$ cat src/common/periph_params.svh
// Peripheral subsystem constants
`ifndef PERIPH_PARAMS_SVH
`define PERIPH_PARAMS_SVH

// Bus widths
`define PERIPH_ADDR_W 32
`define PERIPH_DATA_W 32

// Address map
`define SLOT_LSB      12
`define SLOT_W        4
`define REG_LSB       2
`define REG_IDX_W     3

`define SLOT_IRQ      4'd0
`define SLOT_TIMER    4'd1
`define SLOT_GPIO     4'd2

// Counts and widths of the peripherals
`define NUM_SOURCES   4
`define NUM_TARGETS   2
`define GPIO_W        8

`define ERR_RDATA     32'hDEAD_BEEF // Unmapped slot read word

`endif

$ cat src/common/periph_pkg.sv
// Peripheral subsystem types
`include "periph_params.svh"

package periph_pkg;

    // ------------------------------------------------
    // Bus
    // ------------------------------------------------
    typedef logic [`PERIPH_ADDR_W-1:0] paddr_t;
    typedef logic [`PERIPH_DATA_W-1:0] pdata_t; // Also timer counts

    typedef logic [`SLOT_W-1:0]        slot_t;
    typedef logic [`REG_IDX_W-1:0]     reg_idx_t;

    // ------------------------------------------------
    // Interrupts and GPIO
    // ------------------------------------------------
    typedef logic [`NUM_SOURCES-1:0]   irq_src_t;  // One bit per source
    typedef logic [`NUM_TARGETS-1:0]   irq_tgt_t;  // One bit per target

    typedef logic [`GPIO_W-1:0]        gpio_t;

endpackage

$ cat src/hw/apb_ctrl.sv
// APB slot decode and response
`include "periph_params.svh"

module apb_ctrl import periph_pkg::*; (
    // Bus side
    input  logic     psel_i,
    input  logic     penable_i,
    input  logic     pwrite_i,
    input  paddr_t   paddr_i,
    input  pdata_t   pwdata_i,
    // Peripheral read words
    input  pdata_t   irq_rdata_i,
    input  pdata_t   timer_rdata_i,
    input  pdata_t   gpio_rdata_i,
    // Shared register access
    output reg_idx_t reg_idx_o,
    output pdata_t   wdata_o,
    output logic     irq_we_o,
    output logic     timer_we_o,
    output logic     gpio_we_o,
    // Response
    output pdata_t   prdata_o,
    output logic     pready_o,
    output logic     pslverr_o
);

    slot_t slot;
    logic  access;
    logic  wr_access;
    logic  mapped;

    // ------------------------------------------------
    // Address split
    // ------------------------------------------------
    assign slot      = paddr_i[`SLOT_LSB +: `SLOT_W];
    assign reg_idx_o = paddr_i[`REG_LSB +: `REG_IDX_W];
    assign wdata_o   = pwdata_i;

    // Every access cycle completes without wait states
    assign access    = psel_i && penable_i;
    assign wr_access = access && pwrite_i;
    assign pready_o  = access;

    // ------------------------------------------------
    // Write strobes
    // ------------------------------------------------
    assign irq_we_o   = wr_access && (slot == `SLOT_IRQ);
    assign timer_we_o = wr_access && (slot == `SLOT_TIMER);
    assign gpio_we_o  = wr_access && (slot == `SLOT_GPIO);

    // ------------------------------------------------
    // Read mux and error response
    // ------------------------------------------------
    always_comb begin
        mapped   = 1'b1;
        prdata_o = `ERR_RDATA;
        case (slot)
            `SLOT_IRQ:   prdata_o = irq_rdata_i;
            `SLOT_TIMER: prdata_o = timer_rdata_i;
            `SLOT_GPIO:  prdata_o = gpio_rdata_i;
            default:     mapped   = 1'b0; // Absent peripheral
        endcase
    end

    assign pslverr_o = access && !mapped;

endmodule

$ cat src/hw/gpio_regs.sv
// LED and DIP-switch port
`include "periph_params.svh"

module gpio_regs import periph_pkg::*; (
    input  logic     clk_i,
    input  logic     arst_n_i,
    input  logic     we_i,
    input  reg_idx_t reg_idx_i,
    input  pdata_t   wdata_i,
    input  gpio_t    dip_switches_i,
    output pdata_t   rdata_o,
    output gpio_t    leds_o
);

    gpio_t leds_q;
    gpio_t dip_meta_q; // First sync stage
    gpio_t dip_q;

    always_ff @(posedge clk_i or negedge arst_n_i) begin
        if (!arst_n_i) begin
            leds_q     <= '0;
            dip_meta_q <= '0;
            dip_q      <= '0;
        end else begin
            if (we_i && reg_idx_i == 3'd0) begin
                leds_q <= wdata_i[`GPIO_W-1:0];
            end
            dip_meta_q <= dip_switches_i;
            dip_q      <= dip_meta_q;
        end
    end

    always_comb begin
        case (reg_idx_i)
            3'd0:    rdata_o = pdata_t'(leds_q);
            3'd1:    rdata_o = pdata_t'(dip_q); // Read only
            default: rdata_o = '0;
        endcase
    end

    assign leds_o = leds_q;

endmodule

$ cat src/hw/irq_gateway.sv
// Level interrupt gateway
`include "periph_params.svh"

module irq_gateway import periph_pkg::*; (
    input  logic     clk_i,
    input  logic     arst_n_i,
    input  logic     we_i,
    input  reg_idx_t reg_idx_i,
    input  pdata_t   wdata_i,
    input  irq_src_t src_i,
    output pdata_t   rdata_o,
    output irq_tgt_t irq_o
);

    irq_src_t pend_q;
    irq_src_t pend_clr;
    irq_src_t en_q [`NUM_TARGETS];

    // Write 1 to clear
    assign pend_clr = (we_i && reg_idx_i == 3'd0) ? wdata_i[`NUM_SOURCES-1:0] : '0;

    // ------------------------------------------------
    // Pending and enable registers
    // ------------------------------------------------
    always_ff @(posedge clk_i or negedge arst_n_i) begin
        if (!arst_n_i) begin
            pend_q <= '0;
            for (int t = 0; t < `NUM_TARGETS; t++) begin
                en_q[t] <= '0;
            end
        end else begin
            pend_q <= (pend_q & ~pend_clr) | src_i; // Live source wins over clear
            for (int t = 0; t < `NUM_TARGETS; t++) begin
                if (we_i && reg_idx_i == reg_idx_t'(t + 1)) begin
                    en_q[t] <= wdata_i[`NUM_SOURCES-1:0];
                end
            end
        end
    end

    // ------------------------------------------------
    // Target outputs and read back
    // ------------------------------------------------
    always_comb begin
        for (int t = 0; t < `NUM_TARGETS; t++) begin
            irq_o[t] = |(pend_q & en_q[t]);
        end
    end

    always_comb begin
        rdata_o = '0;
        if (reg_idx_i == 3'd0) begin
            rdata_o = pdata_t'(pend_q);
        end
        for (int t = 0; t < `NUM_TARGETS; t++) begin
            if (reg_idx_i == reg_idx_t'(t + 1)) begin
                rdata_o = pdata_t'(en_q[t]); // Enable mask of target t
            end
        end
    end

endmodule

$ cat src/timer/apb_timer_unit.sv
// Two-channel compare timer
module apb_timer_unit import periph_pkg::*; (
    input  logic       clk_i,
    input  logic       arst_n_i,
    input  logic       we_i,
    input  reg_idx_t   reg_idx_i,
    input  pdata_t     wdata_i,
    output pdata_t     rdata_o,
    output logic [1:0] match_o
);

    pdata_t ch_rdata [2];

    // Index bit 2 picks the channel, bits 1:0 the register
    for (genvar c = 0; c < 2; c++) begin : gen_ch
        pdata_t cnt_q;
        pdata_t cmp_q;
        logic   en_q;
        logic   match_q;
        logic   ch_we;
        logic   hit;

        assign ch_we = we_i && (reg_idx_i[2] == 1'(c));
        assign hit   = en_q && (cnt_q == cmp_q);

        // ------------------------------------------------
        // Counter, control and compare
        // ------------------------------------------------
        always_ff @(posedge clk_i or negedge arst_n_i) begin
            if (!arst_n_i) begin
                cnt_q   <= '0;
                cmp_q   <= '0;
                en_q    <= 1'b0;
                match_q <= 1'b0;
            end else begin
                if (ch_we && reg_idx_i[1:0] == 2'd0) begin
                    cnt_q <= wdata_i; // Load
                end else if (hit) begin
                    cnt_q <= '0;      // Wrap on compare
                end else if (en_q) begin
                    cnt_q <= cnt_q + 1'b1;
                end

                if (ch_we && reg_idx_i[1:0] == 2'd1) begin
                    en_q <= wdata_i[0];
                end
                if (ch_we && reg_idx_i[1:0] == 2'd2) begin
                    cmp_q <= wdata_i;
                end

                match_q <= hit; // One-cycle pulse
            end
        end

        always_comb begin
            case (reg_idx_i[1:0])
                2'd0:    ch_rdata[c] = cnt_q;
                2'd1:    ch_rdata[c] = pdata_t'(en_q);
                2'd2:    ch_rdata[c] = cmp_q;
                default: ch_rdata[c] = '0;
            endcase
        end

        assign match_o[c] = match_q;
    end

    // ------------------------------------------------
    // Read back
    // ------------------------------------------------
    assign rdata_o = ch_rdata[reg_idx_i[2]];

endmodule

$ cat src/hw/periph_top.sv
// Peripheral subsystem top
module periph_top import periph_pkg::*; (
    input  logic     clk_i,
    input  logic     arst_n_i,
    // APB slave
    input  logic     psel_i,
    input  logic     penable_i,
    input  logic     pwrite_i,
    input  paddr_t   paddr_i,
    input  pdata_t   pwdata_i,
    output pdata_t   prdata_o,
    output logic     pready_o,
    output logic     pslverr_o,
    // Interrupts
    input  logic [1:0] ext_irq_i,
    output irq_tgt_t irq_o,
    // Board I/O
    input  gpio_t    dip_switches_i,
    output gpio_t    leds_o
);

    reg_idx_t   reg_idx;
    pdata_t     wdata;
    logic       irq_we;
    logic       timer_we;
    logic       gpio_we;
    pdata_t     irq_rdata;
    pdata_t     timer_rdata;
    pdata_t     gpio_rdata;
    logic [1:0] timer_match;
    irq_src_t   irq_sources;

    // Timers on the low sources, external lines above
    assign irq_sources = {ext_irq_i, timer_match};

    apb_ctrl i_apb_ctrl (
        .psel_i        ( psel_i      ),
        .penable_i     ( penable_i   ),
        .pwrite_i      ( pwrite_i    ),
        .paddr_i       ( paddr_i     ),
        .pwdata_i      ( pwdata_i    ),
        .irq_rdata_i   ( irq_rdata   ),
        .timer_rdata_i ( timer_rdata ),
        .gpio_rdata_i  ( gpio_rdata  ),
        .reg_idx_o     ( reg_idx     ),
        .wdata_o       ( wdata       ),
        .irq_we_o      ( irq_we      ),
        .timer_we_o    ( timer_we    ),
        .gpio_we_o     ( gpio_we     ),
        .prdata_o      ( prdata_o    ),
        .pready_o      ( pready_o    ),
        .pslverr_o     ( pslverr_o   )
    );

    apb_timer_unit i_timer (
        .clk_i     ( clk_i       ),
        .arst_n_i  ( arst_n_i    ),
        .we_i      ( timer_we    ),
        .reg_idx_i ( reg_idx     ),
        .wdata_i   ( wdata       ),
        .rdata_o   ( timer_rdata ),
        .match_o   ( timer_match )
    );

    gpio_regs i_gpio (
        .clk_i          ( clk_i          ),
        .arst_n_i       ( arst_n_i       ),
        .we_i           ( gpio_we        ),
        .reg_idx_i      ( reg_idx        ),
        .wdata_i        ( wdata          ),
        .dip_switches_i ( dip_switches_i ),
        .rdata_o        ( gpio_rdata     ),
        .leds_o         ( leds_o         )
    );

    irq_gateway i_irq_gateway (
        .clk_i     ( clk_i       ),
        .arst_n_i  ( arst_n_i    ),
        .we_i      ( irq_we      ),
        .reg_idx_i ( reg_idx     ),
        .wdata_i   ( wdata       ),
        .src_i     ( irq_sources ),
        .rdata_o   ( irq_rdata   ),
        .irq_o     ( irq_o       )
    );

endmodule

$ cat config.mk
export PLATFORM = sky130hd
export DESIGN_NAME = periph_top
export DESIGN_NICKNAME = d
export VERILOG_FILES = /design/src/common/periph_pkg.sv /design/src/hw/apb_ctrl.sv /design/src/hw/gpio_regs.sv /design/src/hw/irq_gateway.sv /design/src/timer/apb_timer_unit.sv /design/src/hw/periph_top.sv
export VERILOG_INCLUDE_DIRS = /design/src /design/src/common
export SDC_FILE = /design/constraint.sdc
export NUM_CORES = 1
export LEC_CHECK = 0
export BUFFER_PORTS_ARGS = -buffer_cell sky130_fd_sc_hd__buf_4
export CORE_ASPECT_RATIO = 1.25
export CORE_MARGIN = 4
export CORE_UTILIZATION = 37
export CTS_CLUSTER_SIZE = 20
export DETAILED_ROUTE_END_ITERATION = 10
export GPL_TIMING_DRIVEN = 0
export HOLD_SLACK_MARGIN = 0.02
export PLACE_DENSITY = 0.6
export SLEW_MARGIN = 5
export SYNTH_ARGS = -nofsm -noshare
export SYNTH_HDL_FRONTEND = slang
export SYNTH_SLANG_ARGS = --single-unit
$ cat constraint.sdc
create_clock -name clk_i -period 2.2 [get_ports clk_i]
set_input_delay 0 -clock clk_i [delete_from_list [all_inputs] [get_ports clk_i]]
set_output_delay 0 -clock clk_i [all_outputs]
set_load 0.02 [all_outputs]
==> results by group <==
Status
  • Status: finished, violations left
  • Failing checks: negative setup slack

Worst setup path
  • Max FO, Critical Path: 5
  • R2r startpoint: i_timer.gen_ch[1].cnt_q[25]
  • R2R Setup Slk: -0.17 ns
  • Critical Path Start: i_timer.gen_ch[1].cnt_q[25]
  • CP Capture Point: i_timer.gen_ch[1].cnt_q[20]
  • CP Class: reg -> reg
  • Crit. End Element: register
  • Worst r2r dst: i_timer.gen_ch[1].cnt_q[20]
  • Critical Path Slowest Stage Cell: dfrtp_2
  • Critical path required time: 2.52 ns
  • CP cell instances: xor2_1 > nor4_2 > nand4_1 > buf_6 > nor4_4 > nor2_4 > buf_6 > buf_12 > a31oi_1 > a21oi_1
  • CP peak stage delay: 0.44 ns
  • Most used cell, CP: buf_6
  • Worst setup SP type: register
  • Critical Path AT: 2.69 ns
  • Worst r2r path cells: 10

Clock tree
  • CTS Sinks: 168
  • Max clock buf depth: 2
  • Clock root buffer master: clkbuf_16
  • Clock slew at reported path FFs: 0.07 ns
  • Clock tree from TritonCTS: built
  • H-tree lvl count: 4
  • Clock Latency Late Sink: roughly 0.44 ns
  • TritonCTS Buffers: 17

Synthesis
  • Post-synth cell types: 55
  • Synth Instances: 1072
  • Synthesized area: 0.0101 sq mm
  • Synthesis Warnings: 0
  • Register area share after synthesis: roughly two fifths
  • Async set-or-reset flop fraction in the synthesized netlist: 100%
  • #FFs+latches synth: 168
  • Top post-synthesis cells by area: dfrtp_1, mux2_2, xor2_1
  • Synth area leader: dfrtp_1
  • Top_reg_cell synth: dfrtp_1
  • Syn Nets: 1153
  • Number of enable flip-flop cells after synthesis: 0
  • Synth top area share: approximately 42%
  • Syn avg cell area: 9.44 sq um

Placement
  • Placed Cells: 1513
  • Post-DP Area: roughly 0.011 sq mm
  • Post-DP HPWL: about 28 mm
  • Number of port buffers: 95
  • Placer congestion estimate: 0.933

Power and ir drop
  • Internal power: 5.63 mW
  • Reg power frac: 43.6%
  • Maximum vdd drop: around 0.00047 V
  • Cell Pwr Density: 595 mW/mm^2
  • Net Sw Power: 2.55 mW
  • Leakage: 5.96 nW
  • Combinational power share: approximately a fifth
  • Clock share of power: between 30% and 40%
  • Sw frac: a little under a third
  • Power Total: between 8 and 9 mW

Route
  • Routed wire length per instance: 23.7 microns
  • Drt pass-1 iters: 5
  • Avg Vias per Cell: about 6
  • DRT met1 WL: 15.3 mm
  • Remaining DRCs: 0
  • Met3 wire length: ~2.4 mm
  • Routed WL: between 30 and 40 mm
  • Final ANT Viol Nets: 0
  • Routed via count: around 9800
  • Drt initial violations: between 800 and 900
  • Metal2 WL: between 15 and 20 mm
  • Top Metal Used: met4

STA
  • Final worst slack: -0.169 ns
  • Slew Limit Fails: 0
  • Setup TNS: -2.24 ns
  • Setup violators final: around 40
  • Fmax: 0.422 GHz
  • Tcrit/Tclk final: 108%
  • Final Hold Vio Count: 0
  • Worst Skew: between 0.01 and 0.015 ns
  • Worst Tran Pin Value: 0.803 ns
  • RSZ-0062 raised after global routing: true
  • Relative slew slack: 46.5%
  • Min Tclk post-route: 2.37 ns

Layout
  • Nets: approximately 1400
  • Finished Layout Cells: 1640
  • Layout cell share with drive strength beyond 1: about 37%
  • Final Cell Area: 0.0138 sq mm
  • Area grow syn2layout: 35.9%
  • Fillers: 2441
  • Final core occ: 51.1%
  • Antenna cell count: 0

Floorplanning
  • Initial Util: 37.6%
  • Die Y: 193 microns
  • Cell row count: 67
  • Core ar.: 0.0269 sq mm
  • DIE AREA: 0.0301 sq mm
  • Die Wd: 156 microns
  • IO Pins: 123

Global routing
  • Initial antenna violation count: 0
  • Number of global-route vias before repair: around 9500
  • Total gr overflow: 0
  • Global-route wire length before repair: 57.4 mm
  • GRT Util Overall: between 20% and 30%
  • Pin count of the biggest net entering global routing: 107

Min path
  • Hold Crit Class: in -> async

Run
  • # Max-Cap Violations: 0
## metal layers
| layer | vias up | global-route usage, % |
|---|---|---|
| li1 | 4309 | - |
| met1 | 4889 | 32.4 |
| met2 | 470 | 41.7 |
| met3 | 127 | 3.57 |
| met4 | 0 | 13.0 |
| met5 | - | 0 |
## placed cells by master, fill, tap and decap left out, types with 25 or more instances in the layout
| cell type | instances |
|---|---|
| nand3_1 | 29 |
| nand2_1 | 83 |
| dlygate4sd3_1 | 44 |
| clkbuf_1 | 26 |
| buf_4 | 142 |
| dfrtp_2 | 39 |
| o21ai_0 | 27 |
| nor2_1 | 122 |
| a31oi_1 | 30 |
| a22oi_1 | 35 |
| dfrtp_1 | 129 |
| xor2_1 | 44 |
| mux2_2 | 96 |
| a21oi_1 | 25 |
## worst min-delay path by stage
stage | from | to | slack [ns] | cells past startpoint
after floorplan | arst_n_i | i_gpio.dip_meta_q[0] | -0.30 | 0
after global routing | pwdata_i[0] | i_timer.gen_ch[0].cnt_q[0] | 0.12 | 3
final | arst_n_i | i_timer.gen_ch[1].cnt_q[30] | 0.11 | 2
after global placement | dip_switches_i[3] | i_gpio.dip_meta_q[3] | 0.11 | 1
after CTS | pwdata_i[0] | i_timer.gen_ch[0].cnt_q[0] | 0.09 | 3
after detailed placement | arst_n_i | i_timer.gen_ch[1].cnt_q[21] | -0.007 | 1
## synth_stat cells, types with 3 or more instances
library cell,count
dfrtp_1,168
nor2_1,131
mux2_2,96
nand2_1,84
xor2_1,67
clkbuf_1,49
o21ai_0,46
a22oi_1,39
a21oi_1,32
nand3_1,32
a31oi_1,31
nor4_1,26
nor3_1,24
and3_1,21
nand4_1,19
a211oi_1,15
o21ai_1,15
nor2b_1,14
inv_1,13
mux4_2,13
and2_1,12
buf_1,12
buf_2,10
mux2i_1,10
a221oi_1,9
nand3b_1,9
or3_1,9
a21o_1,7
and4_1,7
o211ai_1,6
xnor2_1,6
nand2b_1,4
buf_6,3
o221ai_1,3
or4_1,3
## worst max-delay path, delay by kind of cell, from the launching register on
kind	cells	cell delay, ns
flops	1	0.44
xor+xnor	1	0.17
buf+inv	3	0.45
simple gates	4	0.96
compound gates	2	0.23
## through the flow
stage	setup slack (ns)	hold WS, ns
after CTS	-0.121	0.0855
after global placement	-0.524	0.110
after global routing	-0.205	0.118
after detailed placement	-0.517	-0.00718
final	-0.169	0.109
after floorplan	0.0371	-0.296
## what timing repair did
item,in CTS,in global routing
resized for setup,106,134
endpoints found under the setup margin,97,88
pin swaps,46,73
gates cloned,4,4
hold endpoints to repair,210,0
buffers inserted,38,24
hold buffers,44,0
## registers in the layout, indices dropped and copies added (netlist names)
register,count
i_gpio.leds_o,8
i_timer.gen_ch.en_q,2
i_timer.gen_ch.cmp_q,64
i_gpio.dip_meta_q,8
i_irq_gateway.en_q,8
i_gpio.dip_q,8
i_irq_gateway.pend_q,4
i_timer.gen_ch.match_q,2
i_timer.gen_ch.cnt_q,64
## final cells by class
cell class              count  area [sq um]  share of cell area [%]
repair buffers            209          1870                    13.6
well taps                 345           432                    3.14
plain buffers              57           300                    2.18
multi-input cells         814          6270                    45.6
flip-flops and latches    168          4250                    30.9
inverters                  15          58.8                   0.428
clock inverters            14           125                   0.910
clock buffers              18           439                    3.19
## power by group through the flow
stage	registers [mW]	logic (mW)	clock network (mW)
global placement	3.54	1.26	0
finish	3.57	1.68	2.93
global route	3.59	1.79	3.10
CTS	3.52	1.52	2.98
detailed placement	3.54	1.28	0
floorplan	3.46	0.753	0
## cell families (layout without fill, tap and decap cells)
kind of cell               after synthesis  count (layout)  share of synthesized area [%]
and+or+nand+nor                        406             407                           19.9
AOI/OAI and AO/OA                      212             212                           13.5
DFF                                    168             168                           41.5
muxes                                  119             119                           14.6
buffers and inverters                   91             313                           3.80
xor gates and xnor gates                74              74                           6.48
adders and majority gates                2               2                          0.247
(Power assumes the default switching activity.)
